==> config.mk <==
export PLATFORM = sky130hd
export DESIGN_NAME = fp_multiplier
export DESIGN_NICKNAME = d
export VERILOG_FILES = /design/src/fpm_pkg.sv /design/src/fp_multiplier.sv /design/src/fpm_round_pack.sv /design/src/fpm_normalize.sv /design/src/fpm_mant_mul.sv /design/src/fpm_classify.sv
export VERILOG_INCLUDE_DIRS = /design/src
export SDC_FILE = /design/constraint.sdc
export NUM_CORES = 2
export LEC_CHECK = 0
export ABC_AREA = 1
export BUFFER_PORTS_ARGS = -buffer_cell sky130_fd_sc_hd__buf_2
export CORE_UTILIZATION = 45
export DETAILED_ROUTE_END_ITERATION = 16
export GPL_ROUTABILITY_DRIVEN = 0
export SLEW_MARGIN = 0
export SYNTH_ARGS = -nofsm -noshare
export SYNTH_HDL_FRONTEND = slang
export SYNTH_SLANG_ARGS = --single-unit
==> constraint.sdc <==
create_clock -name clk -period 7.2 [get_ports clk]
set_clock_uncertainty 0.1 [all_clocks]
set_input_delay 0 -clock clk [delete_from_list [all_inputs] [get_ports clk]]
set_output_delay 0 -clock clk [all_outputs]
set_load 0.05 [all_outputs]
==> src/fpm_macros.svh <==
`ifndef FPM_MACROS_SVH
`define FPM_MACROS_SVH

// binary32 field widths
`define FPM_EXP_W 8
`define FPM_MANT_W 23

// full 24x24 significand product
`define FPM_PROD_W 48

// exponent bias and the all-ones exponent of inf and nan
`define FPM_BIAS 8'd127
`define FPM_EXP_MAX 8'd255

// canonical quiet nan fraction, top fraction bit only
`define FPM_QNAN_FRAC 23'h400000

`endif
==> src/fpm_pkg.sv <==
`include "fpm_macros.svh"

package fpm_pkg;

  typedef struct packed {
    logic                   sign;
    logic [`FPM_EXP_W-1:0]  exp;
    logic [`FPM_MANT_W-1:0] frac;
  } fp32_t;

  typedef enum logic [1:0] {
    class_zero,
    class_normal,
    class_inf,
    class_nan
  } fp_class_t;

  typedef struct packed {
    logic invalid;
    logic overflow;
    logic underflow;
    logic inexact;
  } fpm_flags_t;

  // special-case decision made in stage 1, applied in stage 4
  typedef struct packed {
    logic       override;
    fp32_t      result;
    fpm_flags_t flags;
  } fpm_special_t;

  // significands carry the hidden one
  typedef struct packed {
    logic                  sign_a;
    logic                  sign_b;
    logic [`FPM_EXP_W-1:0] exp_a;
    logic [`FPM_EXP_W-1:0] exp_b;
    logic [`FPM_MANT_W:0]  sig_a;
    logic [`FPM_MANT_W:0]  sig_b;
  } fpm_ops_t;

  // exp is the unbiased-sum-plus-bias, two bits wider and signed
  typedef struct packed {
    logic                         sign;
    logic signed [`FPM_EXP_W+1:0] exp;
    logic [`FPM_PROD_W-1:0]       sig;
  } fpm_prod_t;

endpackage

==> src/fp_multiplier.sv <==
`timescale 1ns/1ns

module fp_multiplier (
  input  logic                clk,
  input  logic                rst_n,
  input  logic                in_valid,
  output logic                in_ready,
  input  fpm_pkg::fp32_t      op_a,
  input  fpm_pkg::fp32_t      op_b,
  output logic                out_valid,
  input  logic                out_ready,
  output fpm_pkg::fp32_t      result,
  output fpm_pkg::fpm_flags_t flags
);

  // stage links, named by the stage that drives valid
  logic                  s1_valid;
  logic                  s2_ready;
  fpm_pkg::fpm_ops_t     s1_ops;
  fpm_pkg::fpm_special_t s1_special;

  logic                  s2_valid;
  logic                  s3_ready;
  fpm_pkg::fpm_prod_t    s2_prod;
  fpm_pkg::fpm_special_t s2_special;

  logic                  s3_valid;
  logic                  s4_ready;
  fpm_pkg::fpm_prod_t    s3_prod;
  fpm_pkg::fpm_special_t s3_special;

  fpm_classify u_classify (
    .clk       (clk),
    .rst_n     (rst_n),
    .in_valid  (in_valid),
    .in_ready  (in_ready),
    .op_a      (op_a),
    .op_b      (op_b),
    .out_valid (s1_valid),
    .out_ready (s2_ready),
    .ops       (s1_ops),
    .special   (s1_special)
  );

  fpm_mant_mul u_mant_mul (
    .clk         (clk),
    .rst_n       (rst_n),
    .in_valid    (s1_valid),
    .in_ready    (s2_ready),
    .ops         (s1_ops),
    .special_in  (s1_special),
    .out_valid   (s2_valid),
    .out_ready   (s3_ready),
    .prod        (s2_prod),
    .special_out (s2_special)
  );

  fpm_normalize u_normalize (
    .clk         (clk),
    .rst_n       (rst_n),
    .in_valid    (s2_valid),
    .in_ready    (s3_ready),
    .prod_in     (s2_prod),
    .special_in  (s2_special),
    .out_valid   (s3_valid),
    .out_ready   (s4_ready),
    .prod_out    (s3_prod),
    .special_out (s3_special)
  );

  fpm_round_pack u_round_pack (
    .clk       (clk),
    .rst_n     (rst_n),
    .in_valid  (s3_valid),
    .in_ready  (s4_ready),
    .prod      (s3_prod),
    .special   (s3_special),
    .out_valid (out_valid),
    .out_ready (out_ready),
    .result    (result),
    .flags     (flags)
  );

endmodule

==> src/fpm_round_pack.sv <==
`timescale 1ns/1ns
`include "fpm_macros.svh"

module fpm_round_pack (
  input  logic                  clk,
  input  logic                  rst_n,
  input  logic                  in_valid,
  output logic                  in_ready,
  input  fpm_pkg::fpm_prod_t    prod,
  input  fpm_pkg::fpm_special_t special,
  output logic                  out_valid,
  input  logic                  out_ready,
  output fpm_pkg::fp32_t        result,
  output fpm_pkg::fpm_flags_t   flags
);

  logic                         lsb;
  logic                         guard;
  logic                         rnd;
  logic                         sticky;
  logic                         round_up;
  logic [`FPM_MANT_W+1:0]       sig_rnd;
  logic                         carry;
  logic signed [`FPM_EXP_W+1:0] exp_post;
  logic [`FPM_MANT_W-1:0]       frac_post;
  logic                         overflow;
  logic                         underflow;
  fpm_pkg::fp32_t               result_next;
  fpm_pkg::fpm_flags_t          flags_next;

  // leading one sits at bit 46, kept bits are 46..23
  assign lsb      = prod.sig[`FPM_MANT_W];
  assign guard    = prod.sig[`FPM_MANT_W-1];
  assign rnd      = prod.sig[`FPM_MANT_W-2];
  assign sticky   = |prod.sig[`FPM_MANT_W-3:0];
  assign round_up = guard && (rnd || sticky || lsb);

  assign sig_rnd  = {1'b0, prod.sig[`FPM_PROD_W-2:`FPM_MANT_W]} + {{(`FPM_MANT_W+1){1'b0}}, round_up};
  assign carry    = sig_rnd[`FPM_MANT_W+1];

  // on carry out the significand is 1.000... and its fraction bits are already zero
  assign frac_post = sig_rnd[`FPM_MANT_W-1:0];
  assign exp_post  = carry ? prod.exp + 10'sd1 : prod.exp;

  assign overflow  = exp_post >= $signed({2'b00, `FPM_EXP_MAX});
  assign underflow = exp_post <= 10'sd0;

  always_comb begin
    result_next      = '0;
    flags_next       = '0;
    result_next.sign = prod.sign;
    flags_next.inexact = guard || rnd || sticky;
    if (special.override) begin
      result_next = special.result;
      flags_next  = special.flags;
    end else if (overflow) begin
      result_next.exp      = `FPM_EXP_MAX;
      flags_next.overflow  = 1'b1;
      flags_next.inexact   = 1'b1;
    end else if (underflow) begin
      // flush to signed zero
      flags_next.underflow = 1'b1;
      flags_next.inexact   = 1'b1;
    end else begin
      result_next.exp  = exp_post[`FPM_EXP_W-1:0];
      result_next.frac = frac_post;
    end
  end

  assign in_ready = !out_valid || out_ready;

  always_ff @(posedge clk or negedge rst_n) begin
    if (!rst_n) begin
      out_valid <= 1'b0;
      result    <= '0;
      flags     <= '0;
    end else begin
      if (in_ready) begin
        out_valid <= in_valid;
      end
      if (in_valid && in_ready) begin
        result <= result_next;
        flags  <= flags_next;
      end
    end
  end

endmodule

==> src/fpm_normalize.sv <==
`timescale 1ns/1ns
`include "fpm_macros.svh"

module fpm_normalize (
  input  logic                  clk,
  input  logic                  rst_n,
  input  logic                  in_valid,
  output logic                  in_ready,
  input  fpm_pkg::fpm_prod_t    prod_in,
  input  fpm_pkg::fpm_special_t special_in,
  output logic                  out_valid,
  input  logic                  out_ready,
  output fpm_pkg::fpm_prod_t    prod_out,
  output fpm_pkg::fpm_special_t special_out
);

  fpm_pkg::fpm_prod_t prod_next;
  logic               top_bit;

  // product of two values in [1,2) lies in [1,4), so one shift at most
  assign top_bit = prod_in.sig[`FPM_PROD_W-1];

  always_comb begin
    prod_next = prod_in;
    if (top_bit) begin
      prod_next.exp = prod_in.exp + 10'sd1;
      // bit shifted out is folded into bit 0 so sticky still sees it
      prod_next.sig = {1'b0, prod_in.sig[`FPM_PROD_W-1:2], prod_in.sig[1] | prod_in.sig[0]};
    end
  end

  assign in_ready = !out_valid || out_ready;

  always_ff @(posedge clk or negedge rst_n) begin
    if (!rst_n) begin
      out_valid <= 1'b0;
    end else if (in_ready) begin
      out_valid <= in_valid;
    end
  end

  always_ff @(posedge clk) begin
    if (in_valid && in_ready) begin
      prod_out    <= prod_next;
      special_out <= special_in;
    end
  end

endmodule

==> src/fpm_mant_mul.sv <==
`timescale 1ns/1ns
`include "fpm_macros.svh"

module fpm_mant_mul (
  input  logic                  clk,
  input  logic                  rst_n,
  input  logic                  in_valid,
  output logic                  in_ready,
  input  fpm_pkg::fpm_ops_t     ops,
  input  fpm_pkg::fpm_special_t special_in,
  output logic                  out_valid,
  input  logic                  out_ready,
  output fpm_pkg::fpm_prod_t    prod,
  output fpm_pkg::fpm_special_t special_out
);

  fpm_pkg::fpm_prod_t prod_next;

  always_comb begin
    prod_next.sign = ops.sign_a ^ ops.sign_b;
    // widened to signed so small exponents go negative instead of wrapping
    prod_next.exp  = $signed({2'b00, ops.exp_a}) + $signed({2'b00, ops.exp_b}) -
                     $signed({2'b00, `FPM_BIAS});
    prod_next.sig  = ops.sig_a * ops.sig_b;
  end

  assign in_ready = !out_valid || out_ready;

  always_ff @(posedge clk or negedge rst_n) begin
    if (!rst_n) begin
      out_valid <= 1'b0;
    end else if (in_ready) begin
      out_valid <= in_valid;
    end
  end

  always_ff @(posedge clk) begin
    if (in_valid && in_ready) begin
      prod        <= prod_next;
      special_out <= special_in;
    end
  end

endmodule

==> src/fpm_classify.sv <==
`timescale 1ns/1ns
`include "fpm_macros.svh"

module fpm_classify (
  input  logic                 clk,
  input  logic                 rst_n,
  input  logic                 in_valid,
  output logic                 in_ready,
  input  fpm_pkg::fp32_t       op_a,
  input  fpm_pkg::fp32_t       op_b,
  output logic                 out_valid,
  input  logic                 out_ready,
  output fpm_pkg::fpm_ops_t    ops,
  output fpm_pkg::fpm_special_t special
);

  fpm_pkg::fp_class_t    class_a;
  fpm_pkg::fp_class_t    class_b;
  fpm_pkg::fpm_special_t special_next;
  logic                  sign_x;

  // denormals count as zero
  function automatic fpm_pkg::fp_class_t op_class(input fpm_pkg::fp32_t op);
    if (op.exp == '0) begin
      return fpm_pkg::class_zero;
    end else if (op.exp == `FPM_EXP_MAX) begin
      return (op.frac == '0) ? fpm_pkg::class_inf : fpm_pkg::class_nan;
    end
    return fpm_pkg::class_normal;
  endfunction

  assign class_a = op_class(op_a);
  assign class_b = op_class(op_b);
  assign sign_x  = op_a.sign ^ op_b.sign;

  // priority: nan, inf*0, inf, zero
  always_comb begin
    special_next = '0;
    if (class_a == fpm_pkg::class_nan || class_b == fpm_pkg::class_nan) begin
      special_next.override      = 1'b1;
      special_next.result.exp    = `FPM_EXP_MAX;
      special_next.result.frac   = `FPM_QNAN_FRAC;
      special_next.flags.invalid = 1'b1;
    end else if ((class_a == fpm_pkg::class_inf && class_b == fpm_pkg::class_zero) ||
                 (class_b == fpm_pkg::class_inf && class_a == fpm_pkg::class_zero)) begin
      special_next.override      = 1'b1;
      special_next.result.sign   = 1'b1;
      special_next.result.exp    = `FPM_EXP_MAX;
      special_next.result.frac   = `FPM_QNAN_FRAC;
      special_next.flags.invalid = 1'b1;
    end else if (class_a == fpm_pkg::class_inf || class_b == fpm_pkg::class_inf) begin
      special_next.override    = 1'b1;
      special_next.result.sign = sign_x;
      special_next.result.exp  = `FPM_EXP_MAX;
    end else if (class_a == fpm_pkg::class_zero || class_b == fpm_pkg::class_zero) begin
      special_next.override    = 1'b1;
      special_next.result.sign = sign_x;
    end
  end

  assign in_ready = !out_valid || out_ready;

  always_ff @(posedge clk or negedge rst_n) begin
    if (!rst_n) begin
      out_valid <= 1'b0;
    end else if (in_ready) begin
      out_valid <= in_valid;
    end
  end

  always_ff @(posedge clk) begin
    if (in_valid && in_ready) begin
      ops.sign_a <= op_a.sign;
      ops.sign_b <= op_b.sign;
      ops.exp_a  <= op_a.exp;
      ops.exp_b  <= op_b.exp;
      ops.sig_a  <= {1'b1, op_a.frac};
      ops.sig_b  <= {1'b1, op_b.frac};
      special    <= special_next;
    end
  end

endmodule

==> results.cfg <==
[final_layout]
fill_cells = 6219
syn2layout_area_growth_pct = 13.38
fin_util_pct = 51.54
antennaDiodeCount = 0
drive_above_1_share_pct = 8.402
seqCellArea_sq_um = 6797
multi_input_area_sq_um = 18970
nets = 4486

[setup_path]
critPathRequiredTime_ns = 7.45
worstPathArrival_ns = 7.25
criticalPathCategory = reg2reg
start_kind = flop
cp_max_fo = 15
cp-end-kind = flop

[routing]
topRoutingLayerUsed = met4
ant_nets = 0
dr_wl_met2_um = 36190
m1WireLength_um = 33120
finalWirelength_um = 77920
drt-pass1-iter-count = 7
drc = 0
drtIter0Drc = 1486
route.met3.wl_um = 5565
routed_via_density = 4.859
vias = 22530
wire_per_inst_um = 16.80

[global_route]
grt-ovfl-total = 0
grt_usage_pct = 24.06
grt_max_degree = 64
grt_pass1_wl_um = 126300
antenna_found_initial = 0
first_global_vias = 23760

[die]
die_height_um = 259.7
die_area_sq_um = 67450
die_w_um = 259.7
ios = 106
floorplan.initialDensity_pct = 45.46
row_count = 94
coreArea_sq_um = 65750

[clock_network]
clk_pin_slew_worst_paths_ns = 0.06
ctsResizeCount = 0
cts_tree = yes
clockBufferDepth = 3
clock_latency_ns = 0.62
cts_made_buffers = 29
cts_sinks = 233
ctsHtreeMaxLevel = 1
cts_root_buf = clkbuf_16

[worst_hold_path]
min_path_type = in2reg

[synthesis]
synth_warnings = 0
yosys.cell_types.count = 44
synth_cells = 3533
synth_nets = 4269
synthFlopType = edfxtp_1
synth_commonest_cells = inv_1, nand2_1, fa_1, edfxtp_1, ha_1
synth_area_sq_um = 29890
yosys.area.top_type = fa_1
synthTopCellsByArea = fa_1, edfxtp_1, inv_1
async_flop_share_pct = 17.17
ys_ff_latch = 233
avgSynthCellArea_sq_um = 8.459
synth_top_area_share_pct = 32.35
seq_area_frac_synth_pct = 22.74
synth_most_common_cell = inv_1
synth_edf_count = 193

[run]
maxCapViolCount = 0

[timing]
hold_viol_final = 0
layout_worst_path_cycle_share_pct = 97.27
slew_viol_final = 0
period_minus_slack_ns = 7.003
max_slew_margin_pct = 29.31
worst_slew_pin_slew_ns = 1.057
fmax_mhz = 142.8
grt_setup_unrepaired = false
finalSetupTns_ns = 0
worst_hold_slack_ns = 0.03817
setup_violations = 0

[place]
port_buffers = 105
hpwl_um = 61910

[outcome]
status = complete, no violations
worst paths after layout:
kind                                                  from                     endpoint  slack, ns  cells after the start
worst min register to register  u_mant_mul.special_out[26]  u_normalize.special_out[26]       0.32                      0
max in group asynchronous                            rst_n         u_classify.out_valid       4.90                      4
worst min-delay path                              op_b[15]           u_classify.ops[15]       0.04                      2
worst max register to register          u_classify.ops[17]          u_mant_mul.prod[42]       0.20                     23
min in group asynchronous                            rst_n        u_round_pack.flags[1]       0.32                      3
worst max-delay path                    u_classify.ops[17]          u_mant_mul.prod[42]       0.20                     23
per-stage QoR:
stage | setup slack [ns] | instance area [sq um] | instances
after floorplan | 0.8910 | 29890 | 3533
after global placement | 0.2681 | 31890 | 4483
after detailed placement | 0.2490 | 31890 | 4483
after CTS | 0.2068 | 33730 | 4621
after global routing | 0.003143 | 33890 | 4637
final | 0.1966 | 33890 | 4637
area by class of cell:
cell class	instances	area share, %
tap	864	3.190
clock inverter	18	0.7237
inverter	984	10.91
clock buffer	36	2.219
multi-input combinational	2204	55.97
sequential	233	20.06
timing repair buffer	298	6.927
logic make-up (layout without fill, tap and decap cells):
kind of cell | Yosys count | after routing | synth area share, %
compound gates | 159 | 159 | 3.035
xor+xnor | 77 | 77 | 2.257
flops | 233 | 233 | 22.74
buf+inv | 1096 | 1336 | 13.86
simple gates | 1300 | 1300 | 18.01
fa+ha+maj | 668 | 668 | 40.10
routing by layer:
metal  global-route usage, %  vias to the layer above
li1                        -                    10800
met1                   31.52                    10900
met2                   40.01                      685
met3                   4.337                      142
met4                   8.431                        0
met5                       0                        -
placed cells by master, fill, tap and decap left out, types with 7 or more instances in the layout:
master / synthesis / layout
xnor2_1: 24 / 24
fa_1: 483 / 483
nand2_2: 16 / 16
or2_2: 10 / 10
a21oi_1: 60 / 60
nand3_1: 88 / 88
inv_2: 9 / 11
clkbuf_1: 104 / 7
dlygate4sd3_1: 0 / 84
ha_1: 185 / 185
a31oi_1: 10 / 10
o21ai_0: 50 / 50
buf_4: 0 / 96
nor4_1: 18 / 16
inv_1: 974 / 972
dfrtp_1: 40 / 40
xor2_1: 53 / 53
a21o_1: 13 / 13
edfxtp_1: 193 / 193
nand4_1: 37 / 37
buf_2: 3 / 105
nand2_1: 938 / 938
buf_12: 0 / 13
clkbuf_16: 0 / 29
nor3_1: 17 / 17
nand3b_1: 7 / 7
nor2_1: 144 / 143
worst max-delay path: stages, from the launching register on:
cell      delay, ns
edfxtp_1       0.93
buf_4          0.28
nand2_1        0.07
fa_1           0.51
inv_1          0.05
fa_1           0.40
fa_1           0.53
fa_1           0.59
fa_1           0.44
fa_1           0.51
inv_1          0.06
fa_1           0.47
inv_1          0.04
ha_1           0.36
nand2_1        0.11
nor2_1         0.15
inv_1          0.10
nor2_1         0.16
nand3_1        0.08
or2_2          0.28
nand3_1        0.19
nand4_1        0.13
nand3_1        0.11
xor2_1         0.08
timing repair:
item,CTS,global route
hold buffers,84,0
endpoints found under the hold margin,121,0
setup buffers,0,16
endpoints found under the setup margin,0,5
state kept, by name, summed over array words and instances (netlist names):
register,count
u_mant_mul.special_out,4
u_round_pack.out_valid,1
u_classify.out_valid,1
u_classify.special,4
u_mant_mul.prod,59
u_normalize.special_out,4
u_round_pack.flags,4
u_normalize.out_valid,1
u_round_pack.result,32
u_classify.ops,64
u_normalize.prod_out,58
u_mant_mul.out_valid,1
Power is not shown: default switching activity piles up to over one toggle a cycle in this logic, so the estimate is an artifact.
